### config.mk
export PLATFORM = sky130hd
export DESIGN_NAME = id_ex
export DESIGN_NICKNAME = d
export VERILOG_FILES = /design/src/verilog/dual_issue_pkg.sv /design/src/verilog/id_ex.sv
export SDC_FILE = /design/constraint.sdc
export NUM_CORES = 1
export LEC_CHECK = 0
export ABC_AREA = 1
export BUFFER_PORTS_ARGS = -buffer_cell sky130_fd_sc_hd__buf_2
export CAP_MARGIN = 30
export CORE_MARGIN = 2
export CORE_UTILIZATION = 25
export CTS_CLUSTER_DIAMETER = 40
export CTS_CLUSTER_SIZE = 30
export DETAILED_ROUTE_END_ITERATION = 8
export HOLD_SLACK_MARGIN = 0.06
export SLEW_MARGIN = 25
export SYNTH_ARGS = -nofsm -noshare
export SYNTH_HDL_FRONTEND = slang
export SYNTH_SLANG_ARGS = --single-unit
### constraint.sdc
create_clock -name clk -period 1.9 [get_ports clk]
set_clock_uncertainty 0.15 [all_clocks]
set_input_delay 0.38 -clock clk [delete_from_list [all_inputs] [get_ports clk]]
set_output_delay 0.38 -clock clk [all_outputs]
set_load 0.03 [all_outputs]
### src/verilog/dual_issue_pkg.sv
package dual_issue_pkg;

    localparam int NUM_REGS = 32;

    typedef logic [31:0] word_t;
    typedef logic [4:0]  reg_addr_t;
    typedef logic [4:0]  shamt_t;
    typedef logic [5:0]  opcode_t;
    typedef logic [3:0]  alu_op_t;

    localparam alu_op_t ALU_ADD = 4'd0;
    localparam alu_op_t ALU_SUB = 4'd1;
    localparam alu_op_t ALU_AND = 4'd2;
    localparam alu_op_t ALU_OR  = 4'd3;
    localparam alu_op_t ALU_XOR = 4'd4;
    localparam alu_op_t ALU_SLT = 4'd5;
    localparam alu_op_t ALU_SLL = 4'd6;
    localparam alu_op_t ALU_SRL = 4'd7;
    localparam alu_op_t ALU_LUI = 4'd8;

    localparam opcode_t OP_SPECIAL = 6'h00; // R-type, operation in funct.
    localparam opcode_t OP_ADDIU   = 6'h09;
    localparam opcode_t OP_ANDI    = 6'h0c;
    localparam opcode_t OP_ORI     = 6'h0d;
    localparam opcode_t OP_LUI     = 6'h0f;

    localparam opcode_t FN_SLL  = 6'h00;
    localparam opcode_t FN_SRL  = 6'h02;
    localparam opcode_t FN_ADDU = 6'h21;
    localparam opcode_t FN_SUBU = 6'h23;
    localparam opcode_t FN_AND  = 6'h24;
    localparam opcode_t FN_OR   = 6'h25;
    localparam opcode_t FN_XOR  = 6'h26;
    localparam opcode_t FN_SLT  = 6'h2a;

    typedef struct packed {
        reg_addr_t rs;
        reg_addr_t rt;
        logic      wen;
        reg_addr_t waddr;
        alu_op_t   alu_op;
        logic      use_imm;
        word_t     imm_value; // Already extended to a full word.
        shamt_t    shamt;
    } dec_lane_t;

    typedef struct packed {
        logic      valid;
        logic      wen;
        reg_addr_t waddr;
        alu_op_t   alu_op;
        word_t     a;
        word_t     b;
        shamt_t    shamt;
    } ex_lane_t;

    typedef struct packed {
        logic      valid;
        reg_addr_t waddr;
        word_t     data;
    } wb_t;

    typedef enum logic {
        ISSUE_PAIR,
        ISSUE_SECOND
    } issue_state_e;

endpackage

### src/verilog/id_ex.sv
module id_ex (
    input  logic                     clk,
    input  logic                     rst,
    input  logic                     ena,
    input  logic                     clear_master,
    input  logic                     clear_slave,
    input  dual_issue_pkg::ex_lane_t d_master,
    input  dual_issue_pkg::ex_lane_t d_slave,
    output dual_issue_pkg::ex_lane_t e_master,
    output dual_issue_pkg::ex_lane_t e_slave
);

    // A clear wins over the enable so a bubble is inserted on that lane.
    always_ff @(posedge clk) begin
        if (rst || clear_master) begin
            e_master <= '0;
        end else if (ena) begin
            e_master <= d_master;
        end
    end

    always_ff @(posedge clk) begin
        if (rst || clear_slave) begin
            e_slave <= '0;
        end else if (ena) begin
            e_slave <= d_slave;
        end
    end

endmodule

* Word-level counts from Yosys, hierarchy flattened
Cells that the tools add are included.
W data, S select, Z words.
** Word-level totals
- Register bits :: 160
- Bits of input ports :: 165
- Output and inout bits :: 160
- Word-level logic and storage cells :: 16
** Cells by class
- Reduce and logical (&&, ||, !) cells :: 2
** Operators with widths (count)
- $logic_or A1 B1 Y1 :: 2

* Depth between registers and ports, before layout
Gate-level depths: netlist (run 1).
- Word-level depth :: 1
- Mapped depth :: 6
- Depth with buffers taken out :: 4

* Worst setup path after synthesis (run 1)
Ideal clock, no wire load.
- Path kind :: in2reg
- Start :: in ena
- End :: reg e_master[0] (netlist name)
- Library setup time :: 0.114 ns
- Arrival time :: 0.957 ns
- Data required time :: 1.636 ns
- Path slack :: 0.680 ns
- Stages on the path :: 5
- Path buffers :: 3
- Cell sequence :: buf_4 -> buf_4 -> buf_2 -> nor2_1 -> nor2_1
** RTL lines
- start, declared :: RTL line id_ex.sv:4 : input logic ena,
- end signal, assigned :: RTL line id_ex.sv:18 : e_master <= d_master;
- end, declared :: RTL line id_ex.sv:9 : output dual_issue_pkg::ex_lane_t e_master,

* Worst setup path after layout (run 1)
- Start :: reg e_slave[70] (netlist name)
- End :: out e_slave[70] (netlist name)
** RTL lines
- start, declared :: RTL line id_ex.sv:10 : output dual_issue_pkg::ex_lane_t e_slave
- start signal, assigned :: RTL line id_ex.sv:26 : e_slave <= d_slave;
No word-level cell between the ends.

==> results of run 1 <==
==> state kept, by name (all words and copies together), names as in the netlist <==
signal,cells
e_slave,80
e_master,80
==> cell type report <==
| cell class | instances | area share |
|---|---|---|
| clock buffer | 18 | 0.04731 |
| timing repair buffer | 339 | 0.2019 |
| sequential | 160 | 0.3531 |
| multi-input combinational | 642 | 0.2673 |
| inverter | 160 | 0.06621 |
| clock inverter | 12 | 0.01766 |
| antenna | 1 | 0.0002759 |
| tap | 335 | 0.04621 |
==> kinds of logic after synthesis <==
kind of cell  share of synthesized area
flops                            0.4884
simple gates                     0.3689
buf+inv                          0.1427
==> per-stage QoR <==
step / utilization / area [um^2] / setup WS, ns / total power (W) / hold slack (ns)
2_1_floorplan: - / 6559 / 0.6795 / 0.004434 / 0.4182
3_3_place_gp: 0.3272 / 8479 / 0.3369 / 0.004844 / 0.3027
3_5_place_dp: 0.3272 / 8479 / 0.2629 / 0.004858 / 0.3098
4_1_cts: 0.3500 / 9069 / 0.3157 / 0.008474 / 0.07066
5_1_grt: 0.3501 / 9071 / 0.3085 / 0.008755 / 0.08218
6_report: 0.3501 / 9071 / 0.3657 / 0.008300 / 0.09709
==> worst max path at each step <==
stage,start,to,slack (ns)
6_report,e_slave[70]$_SDFFE_PP0P_,e_slave[70],0.37
5_1_grt,e_master[22]$_SDFFE_PP0P_,e_master[22],0.31
4_1_cts,e_master[22]$_SDFFE_PP0P_,e_master[22],0.32
3_5_place_dp,rst,e_master[1]$_SDFFE_PP0P_,0.26
3_3_place_gp,rst,e_master[40]$_SDFFE_PP0P_,0.34
2_1_floorplan,ena,e_master[0]$_SDFFE_PP0P_,0.68
==> power groups by stage <==
| stage | clock, W | combinational (W) | sequential, W |
|---|---|---|---|
| finish | 0.00354 | 0.00120 | 0.00357 |
| global route | 0.00383 | 0.00134 | 0.00358 |
| CTS | 0.00369 | 0.00122 | 0.00357 |
| detailed placement | 0 | 0.00122 | 0.00364 |
| global placement | 0 | 0.00121 | 0.00364 |
| floorplan | 0 | 0.000505 | 0.00393 |
==> worst register-to-register path: stages, from the launching register on <==
cell     delay (ns)
dfxtp_1        0.33
nor2_1         0.09
nor2_1         0.05
==> synth_stat cells <==
master and number:
nand2_1 320, nor2_1 320, dfxtp_1 160, inv_1 160
buf_2 37, buf_6 10, buf_4 5, nor2_2 1
nor2_4 1
==> routing by layer <==
| metal | global-route usage | wire (um) | vias to the layer above | share of wire |
|---|---|---|---|---|
| li1 | - | - | 3467 | - |
| met3 | 0.04981 | 1513 | 16 | 0.085 |
| met4 | 0.04386 | 285 | 0 | 0.016 |
| met2 | 0.2159 | 8374 | 218 | 0.47 |
| met1 | 0.1472 | 7564 | 2673 | 0.43 |
| met5 | 0 | 0 | - | 0 |
==> results_dict.tcl, run 1 <==
set metrics [dict create \
    syn_inst 1014 \
    path_cells "buf_2" \
    grt-ovfl-total 0 \
    grt_pass1_vias 5857 \
    synth_seq_cells 160 \
    most-common-layout-cells "buf_2, nor2_1, nand2_1" \
    portBuffers 324 \
    cts_setup_buffers 0 \
    drive_gt1_frac 0.2780 \
    hpwlAfterDp_um 12720 \
    worstHoldStart "d_slave[60]" \
    p_leak_nw 5.285 \
    ctsResizeCount 0 \
    drc 0 \
    setup_tns_ns 0 \
    switching_share 0.2772 \
    yosysTopAreaCell "dfxtp_1" \
    internal_power_w 0.005999 \
    relSlewSlack 0.6736 \
    layout.nets 1485 \
    critPathRequiredTime_ns 1.37 \
    cts_sinks 160 \
    cts_buffers 17 \
    yosys-top-cells-area "dfxtp_1, nand2_1, nor2_1, inv_1, buf_2" \
    path_buf_inv 1 \
    multi_input_area_um2 2425 \
    layout_min_cycle_time_ns 1.534 \
    track_usage 0.1276 \
    clock_latency_ns 0.41 \
    drtIter0Drc 349 \
    hold_end "e_slave[60]$_SDFFE_PP0P_" \
    fmax_ghz 0.6518 \
    ir_drop_mv 0.5370 \
    grt_pass1_wl_um 28800 \
    power_frac_clock 0.426 \
    p_seq_frac 0.430 \
    syn_to_final_growth_pct 38.31 \
    die_area_um2 27550 \
    htreeDepth 4 \
    hold_depth 5 \
    hp-class "in -> reg" \
    crit_type "reg -> out" \
    powerDensity_nw_per_um2 915.0 \
    ff2ff_path_depth 2 \
    syn_area_um2 6559 \
    die_h_um 166.0 \
    cts_tree "built" \
    wl_per_cell_um 10.64 \
    worstReg2RegEnd "e_master[22]$_SDFFE_PP0P_" \
    numPlacedInstances 1636 \
    seq_area_um2 3203 \
    crit_path_end_kind "primary output" \
    cp_slowest_cell "dfxtp_1" \
    place.gp.congestion 0.7981 \
    syn_nets 1179 \
    rr_startpoint "e_master[22]$_SDFFE_PP0P_" \
    cts_root_buf "clkbuf_16" \
    cp.depth 1 \
    avgSynthCellArea_um2 6.468 \
    regToRegSetupSlack_ns 1.18 \
    finalWirelength_um 17740 \
    outcome "finished clean" \
    initial_utilization 0.2531 \
    vias_per_cell 3.824 \
    ioPinCount 325 \
    setup_viol 0 \
    coreArea_um2 25910 \
    path_delay_family "flip-flops" \
    hold_violations 0 \
    rows 59 \
    clk_pin_slew_ns 0.07 \
    hold_buffers 0 \
    fp.dieW_um 166.0 \
    grt_max_degree 81 \
    worst_ep_arrival_time_ns 1.00 \
    ant_nets 0 \
    pwr-share-comb 0.144 \
    period_share 0.8075 \
    layout_commonest_cell "buf_2" \
    switching_power_w 0.002301 \
    drv_cap 0 \
    cp-start-kind "flip-flop" \
    antenna_found_initial 1 \
    fin_cells 1667 \
    vias 6374 \
    slew_viol_final 0 \
    synth-seq-area-share 0.4884 \
    worstPathMaxFanout 2 \
    nFillCells 2867 \
    tightest_slew_ns 0.4884 \
    max_stage_delay_ns 0.36 \
    drt_pass1_iterations 4 \
    rsz0062_at_grt "no" \
    ys_warn_count 0 \
    cts_buffer_depth 2 \
    synth_cell_type_count 9 \
    synth.top_cell.area_share 0.4884 \
]
Note: power is estimated with default switching activity, not from simulation.
==> inputs of run 2 (changes only) <==
Settings changed: ABC_AREA 1 to 0.
Clock period 1.9 ns to 1.2 ns, I/O delays scaled along.
==> run 2 against run 1 <==
  * The flow now finishes with violations (setup timing)
  * First-iteration DRC count decreased by 24%
  * Clock power grew 50%
  * Routed wire length rose by 18%
  * Combinational power rose by 86%
  * Hold slack better by 0.061 ns
  * Setup slack worse by 0.48 ns
  * Critical path type unchanged
  * Largest cell class is now buffers
  * Largest power group unchanged
==> results_dict.tcl, run 2 <==
set metrics [dict create \
    cts_buffers 17 \
    hp-class "in -> reg" \
    outcome "complete, but fails checks" \
    htreeDepth 4 \
    worst_slack_ns -0.1152 \
    drive_gt1_frac 0.5357 \
    path_buf_inv 1 \
    p_leak_nw 5.316 \
    ant_nets 0 \
    regToRegSetupSlack_ns 0.16 \
    yosys-top-cells-area "dfxtp_1, mux2i_1, nor2_1, buf_6, buf_2" \
    drc 0 \
    rows 55 \
    relSlewSlack 0.7987 \
    drv_cap 0 \
    clock_latency_ns 0.41 \
    vias_per_cell 4.280 \
    syn_nets 683 \
    avgSynthCellArea_um2 10.94 \
    async_flop_share 0 \
    grt_pass1_wl_um 31480 \
    seq_area_um2 3406 \
    internal_power_w 0.009681 \
    coreArea_um2 22430 \
    path_delay_family "flip-flops" \
    track_usage 0.1668 \
    finalWirelength_um 20990 \
    period_share 1.096 \
    syn_inst 518 \
    fmax_ghz 0.7603 \
    switching_share 0.2661 \
    p_seq_frac 0.429 \
    power_frac_clock 0.402 \
    ys_warn_count 0 \
    hold_slack_ns 0.1585 \
    layout_min_cycle_time_ns 1.315 \
    layout.nets 1188 \
    cts_root_buf "clkbuf_16" \
    die_area_um2 23880 \
    setup_viol 160 \
    cts_sinks 160 \
    fp.dieW_um 154.5 \
    ioPinCount 325 \
    synth_seq_cells 160 \
    most-common-layout-cells "buf_2, mux2i_1, nor2_1, dlygate4sd3_1, buf_6" \
    crit_path_end_kind "primary output" \
    die_h_um 154.5 \
    setup_tns_ns -11.94 \
    syn_area_um2 5665 \
    grt-ovfl-total 0 \
    place.gp.congestion 0.7149 \
    drt_pass1_iterations 5 \
    cp-start-kind "flip-flop" \
    cts_tree "built" \
    cts_buffer_depth 2 \
    tightest_slew_ns 0.3020 \
    portBuffers 324 \
    worstPathMaxFanout 2 \
    rsz0062_at_grt "yes" \
    pre_cts_slack_ns -0.1457 \
    path_cells "buf_6" \
    wl_per_cell_um 15.89 \
    final_util 0.4977 \
    cp_slowest_cell "dfxtp_2" \
    max_stage_delay_ns 0.37 \
    violations "setup timing" \
    layout_commonest_cell "buf_2" \
    grt_pass1_vias 5956 \
    clk_pin_slew_ns 0.07 \
    ir_drop_mv 0.8118 \
    hold_violations 0 \
    critPathRequiredTime_ns 0.81 \
    syn_to_final_growth_pct 97.08 \
    powerDensity_nw_per_um2 1181 \
    switching_power_w 0.003510 \
    hpwlAfterDp_um 11590 \
    initial_utilization 0.2525 \
    slew_viol_final 0 \
    drtIter0Drc 266 \
    synth_edf_count 0 \
    synth-seq-area-share 0.5654 \
    antenna_found_initial 0 \
    worst_ep_arrival_time_ns 0.93 \
    multi_input_area_um2 2215 \
    vias 5654 \
    synth_ff_type "dfxtp_1" \
    synth_commonest_cells "dfxtp_1, mux2i_1, nor2_1" \
    grt_max_degree 64 \
    antenna_cells 0 \
    pwr-share-comb 0.169 \
    synth.top_cell.area_share 0.5654 \
    reg_top3 "e_master (80), e_slave (80)" \
    yosysTopAreaCell "dfxtp_1" \
    crit_type "reg -> out" \
    nFillCells 1833 \
    synth_cell_type_count 7 \
]
-- run 2: cell families (layout without fill, tap and decap cells) --
logic type             after synthesis  after routing  synth area share
multiplexers                       160            160            0.2827
buffers and inverters               36            554           0.04373
flip-flops                         160            160            0.5654
AND/OR/NAND/NOR                    162            162            0.1082
-- run 2: power by group through the flow --
stage | logic [W] | registers, W | clock network (W)
2_1_floorplan | 0.000596 | 0.00603 | 0
3_3_place_gp | 0.00153 | 0.00569 | 0
3_5_place_dp | 0.00153 | 0.00569 | 0
4_1_cts | 0.00215 | 0.00564 | 0.00550
5_1_grt | 0.00236 | 0.00567 | 0.00568
6_report | 0.00223 | 0.00566 | 0.00530
-- run 2: repair_timing --
action                                 in CTS  in global routing
setup endpoints to repair                 160                160
gates resized for setup                   481                  0
setup buffers                               2                 17
endpoints found under the hold margin     160                  0
hold buffers                              160                  0
-- run 2: path summary, 6_finish.rpt --
path | from | end | cells after the start
worst min-delay path | clear_slave | e_slave[59]$_SDFFE_PP0P_ | 4
worst max register to register | e_master[43]$_SDFFE_PP0P_ | e_master[43]$_SDFFE_PP0P_ | 4
worst max-delay path | e_master[46]$_SDFFE_PP0P_ | e_master[46] | 1
worst min register to register | e_master[55]$_SDFFE_PP0P_ | e_master[55]$_SDFFE_PP0P_ | 2
-- run 2: final cells by class --
type,instances,area share
repair buffers,522,0.4136
flip-flops and latches,160,0.3050
multi-input cells,322,0.1983
clock buffers,19,0.03967
well taps,285,0.03194
clock inverters,13,0.01143
-- run 2: worst register-to-register path, stage by stage (launching register included) --
cell and delay (ns):
dfxtp_2 0.34, buf_4 0.13, buf_4 0.13, mux2i_1 0.12, nor2_1 0.06
-- run 2: layer usage --
layer / GRT usage / wire, um / share of wire / vias to the layer above
li1: - / - / - / 2720
met1: 0.1803 / 8139 / 0.39 / 2626
met2: 0.2936 / 10560 / 0.50 / 264
met3: 0.06080 / 1645 / 0.078 / 44
met4: 0.07231 / 650 / 0.031 / 0
met5: 0 / 0 / 0 / -
-- run 2: per-stage QoR --
stage / cells / total power, W / instance area [um^2]
finish: 1321 / 0.01319 / 11170
global route: 1321 / 0.01371 / 11170
CTS: 1304 / 0.01329 / 11040
detailed placement: 1110 / 0.007223 / 7647
global placement: 1110 / 0.007216 / 7647
floorplan: 518 / 0.006631 / 5665
==> inputs of run 3 (changes only) <==
--- a/config.mk
+++ b/config.mk
@@ -8,2 +8,3 @@
 export ABC_AREA = 0
+export ABC_CLOCK_PERIOD_IN_PS = 1200
 export BUFFER_PORTS_ARGS = -buffer_cell sky130_fd_sc_hd__buf_2
@@ -16,2 +17,3 @@
 export HOLD_SLACK_MARGIN = 0.06
+export PLACE_DENSITY_LB_ADDON = 0.3
 export SLEW_MARGIN = 25
--- a/constraint.sdc
+++ b/constraint.sdc
@@ -4,2 +4,2 @@
 set_output_delay 0.24 -clock clk [all_outputs]
-set_load 0.03 [all_outputs]
+set_load 0.01 [all_outputs]
==> run 3 against run 2 <==
  * Via count fell by 0.99%
  * Critical path depth did not move
  * Die area did not move
  * Hold slack got worse by 0.088 ns
  * Maximum frequency rose by 2.2%
  * Cell count rose by 0.83%
  * Global-route usage fell by 0.84 points
  * First-iteration DRC count fell by 32%
  * The run still ends with setup timing left
  * Register-to-register slack improved by 0.10 ns
  * Sequential power barely moved
  * Critical endpoint is now e_master[30]
  * Setup slack improved by 0.028 ns
==> results_dict.tcl, run 3 (synthesis results as in run 2) <==
set metrics [dict create \
    period_share 1.073 \
    rows 55 \
    ir_drop_mv 0.8805 \
    switching_share 0.2530 \
    path_delay_family "flip-flops" \
    finalWirelength_um 19560 \
    wl_per_cell_um 14.69 \
    powerDensity_nw_per_um2 1128 \
    grt_pass1_vias 5907 \
    clk_pin_slew_ns 0.06 \
    cp-start-kind "flip-flop" \
    setup_viol 160 \
    hold_violations 0 \
    ioPinCount 325 \
    power_w 0.01274 \
    drtIter0Drc 182 \
    layout.nets 1199 \
    power_frac_clock 0.401 \
    ant_nets 0 \
    cp_slowest_cell "dfxtp_4" \
    initial_utilization 0.2525 \
    crit_path_end_kind "primary output" \
    drive_gt1_frac 0.5387 \
    seq_area_um2 3406 \
    path_cells "buf_6" \
    antenna_found_initial 0 \
    slew_viol_final 0 \
    cts_sinks 160 \
    worst_ep_arrival_time_ns 0.90 \
    rsz0062_at_grt "yes" \
    die_h_um 154.5 \
    portBuffers 324 \
    hpwlAfterDp_um 11340 \
    track_usage 0.1585 \
    coreArea_um2 22430 \
    drv_cap 0 \
    violations "setup timing" \
    crit_type "reg -> out" \
    layout_commonest_cell "buf_2" \
    nFillCells 1925 \
    layout_min_cycle_time_ns 1.287 \
    syn_to_final_growth_pct 99.27 \
    reg_top3 "e_master (80), e_slave (80)" \
    drc 0 \
    p_seq_frac 0.444 \
    p_leak_nw 5.385 \
    multi_input_area_um2 2215 \
    grt_max_degree 78 \
    critPathRequiredTime_ns 0.81 \
    max_stage_delay_ns 0.36 \
    drt_pass1_iterations 4 \
    vias_per_cell 4.203 \
    cts_tree "built" \
    antenna_cells 0 \
    vias 5598 \
    clock_latency_ns 0.42 \
    cts_buffer_depth 2 \
    die_area_um2 23880 \
    pwr-share-comb 0.156 \
    numPlacedInstances 1120 \
    htreeDepth 4 \
    relSlewSlack 0.7630 \
    internal_power_w 0.009514 \
    path_buf_inv 1 \
    most-common-layout-cells "buf_2, dlygate4sd3_1, mux2i_1, nor2_1, buf_6" \
    hp-class "in -> reg" \
    switching_power_w 0.003222 \
    fmax_ghz 0.7767 \
    tightest_slew_ns 0.3555 \
    fp.dieW_um 154.5 \
    cts_root_buf "clkbuf_16" \
    hold_slack_ns 0.07055 \
    grt-ovfl-total 0 \
    fin_cells 1332 \
    worstPathMaxFanout 2 \
    outcome "complete, but fails checks" \
    cts_buffers 17 \
    worst_slack_ns -0.08750 \
    place.gp.congestion 0.7502 \
    grt_pass1_wl_um 30370 \
]
-- run 3: cell types whose count changed in the layout (fill, tap and decap cells not counted), sizes merged --
| cell | previous run | this run |
|---|---|---|
| buf | 361 | 371 |
| bufinv | 1 | 0 |
| clkbuf | 20 | 21 |
| clkinv | 3 | 4 |
| clkinvlp | 5 | 3 |
| dlygate4sd3 | 160 | 161 |
| inv | 4 | 5 |
-- run 3: path summary, 6_finish.rpt --
path                              from                         to  slack [ns]  depth (start not counted)
min                       clear_master  e_master[77]$_SDFFE_PP0P_        0.07                          4
max reg2reg  e_master[40]$_SDFFE_PP0P_  e_master[40]$_SDFFE_PP0P_        0.26                          3
min reg2reg  e_master[77]$_SDFFE_PP0P_  e_master[77]$_SDFFE_PP0P_        0.34                          2
max          e_master[30]$_SDFFE_PP0P_               e_master[30]       -0.09                          1
-- run 3: layout make-up --
| class | instances | area share |
|---|---|---|
| Multi-Input combinational cell | 322 | 0.1962 |
| Tap cell | 285 | 0.03159 |
| Clock buffer | 20 | 0.03957 |
| Timing Repair Buffer | 533 | 0.4221 |
| Clock inverter | 12 | 0.008866 |
| Sequential cell | 160 | 0.3017 |
-- run 3: power groups by stage --
stage	Clock (W)	Sequential [W]	Combinational, W
3_3_place_gp	0	0.00568	0.00131
4_1_cts	0.00530	0.00564	0.00192
5_1_grt	0.00554	0.00567	0.00212
3_5_place_dp	0	0.00569	0.00131
6_report	0.00510	0.00565	0.00198
2_1_floorplan	0	0.00577	0.000597
-- run 3: per-layer routing --
layer,wire (um),global-route usage
met4,427,0.06129
met2,9741,0.2893
met5,0,0
met1,7904,0.1684
met3,1488,0.05324
-- run 3: stage by stage --
stage | util | setup slack [ns] | cell area, um^2 | setup TNS (ns)
2_1_floorplan | - | 0.02454 | 5665 | 0
3_3_place_gp | 0.3470 | -0.07601 | 7785 | -7.091
3_5_place_dp | 0.3470 | -0.1086 | 7785 | -8.649
4_1_cts | 0.4978 | -0.1199 | 11170 | -11.60
5_1_grt | 0.5032 | -0.1260 | 11290 | -14.46
6_report | 0.5032 | -0.08750 | 11290 | -7.800
-- run 3: repair_timing --
item,CTS,global route
resized for setup,320,1
hold buffers,161,1
setup endpoints to repair,160,162
hold endpoints to repair,160,1
setup buffers,3,16
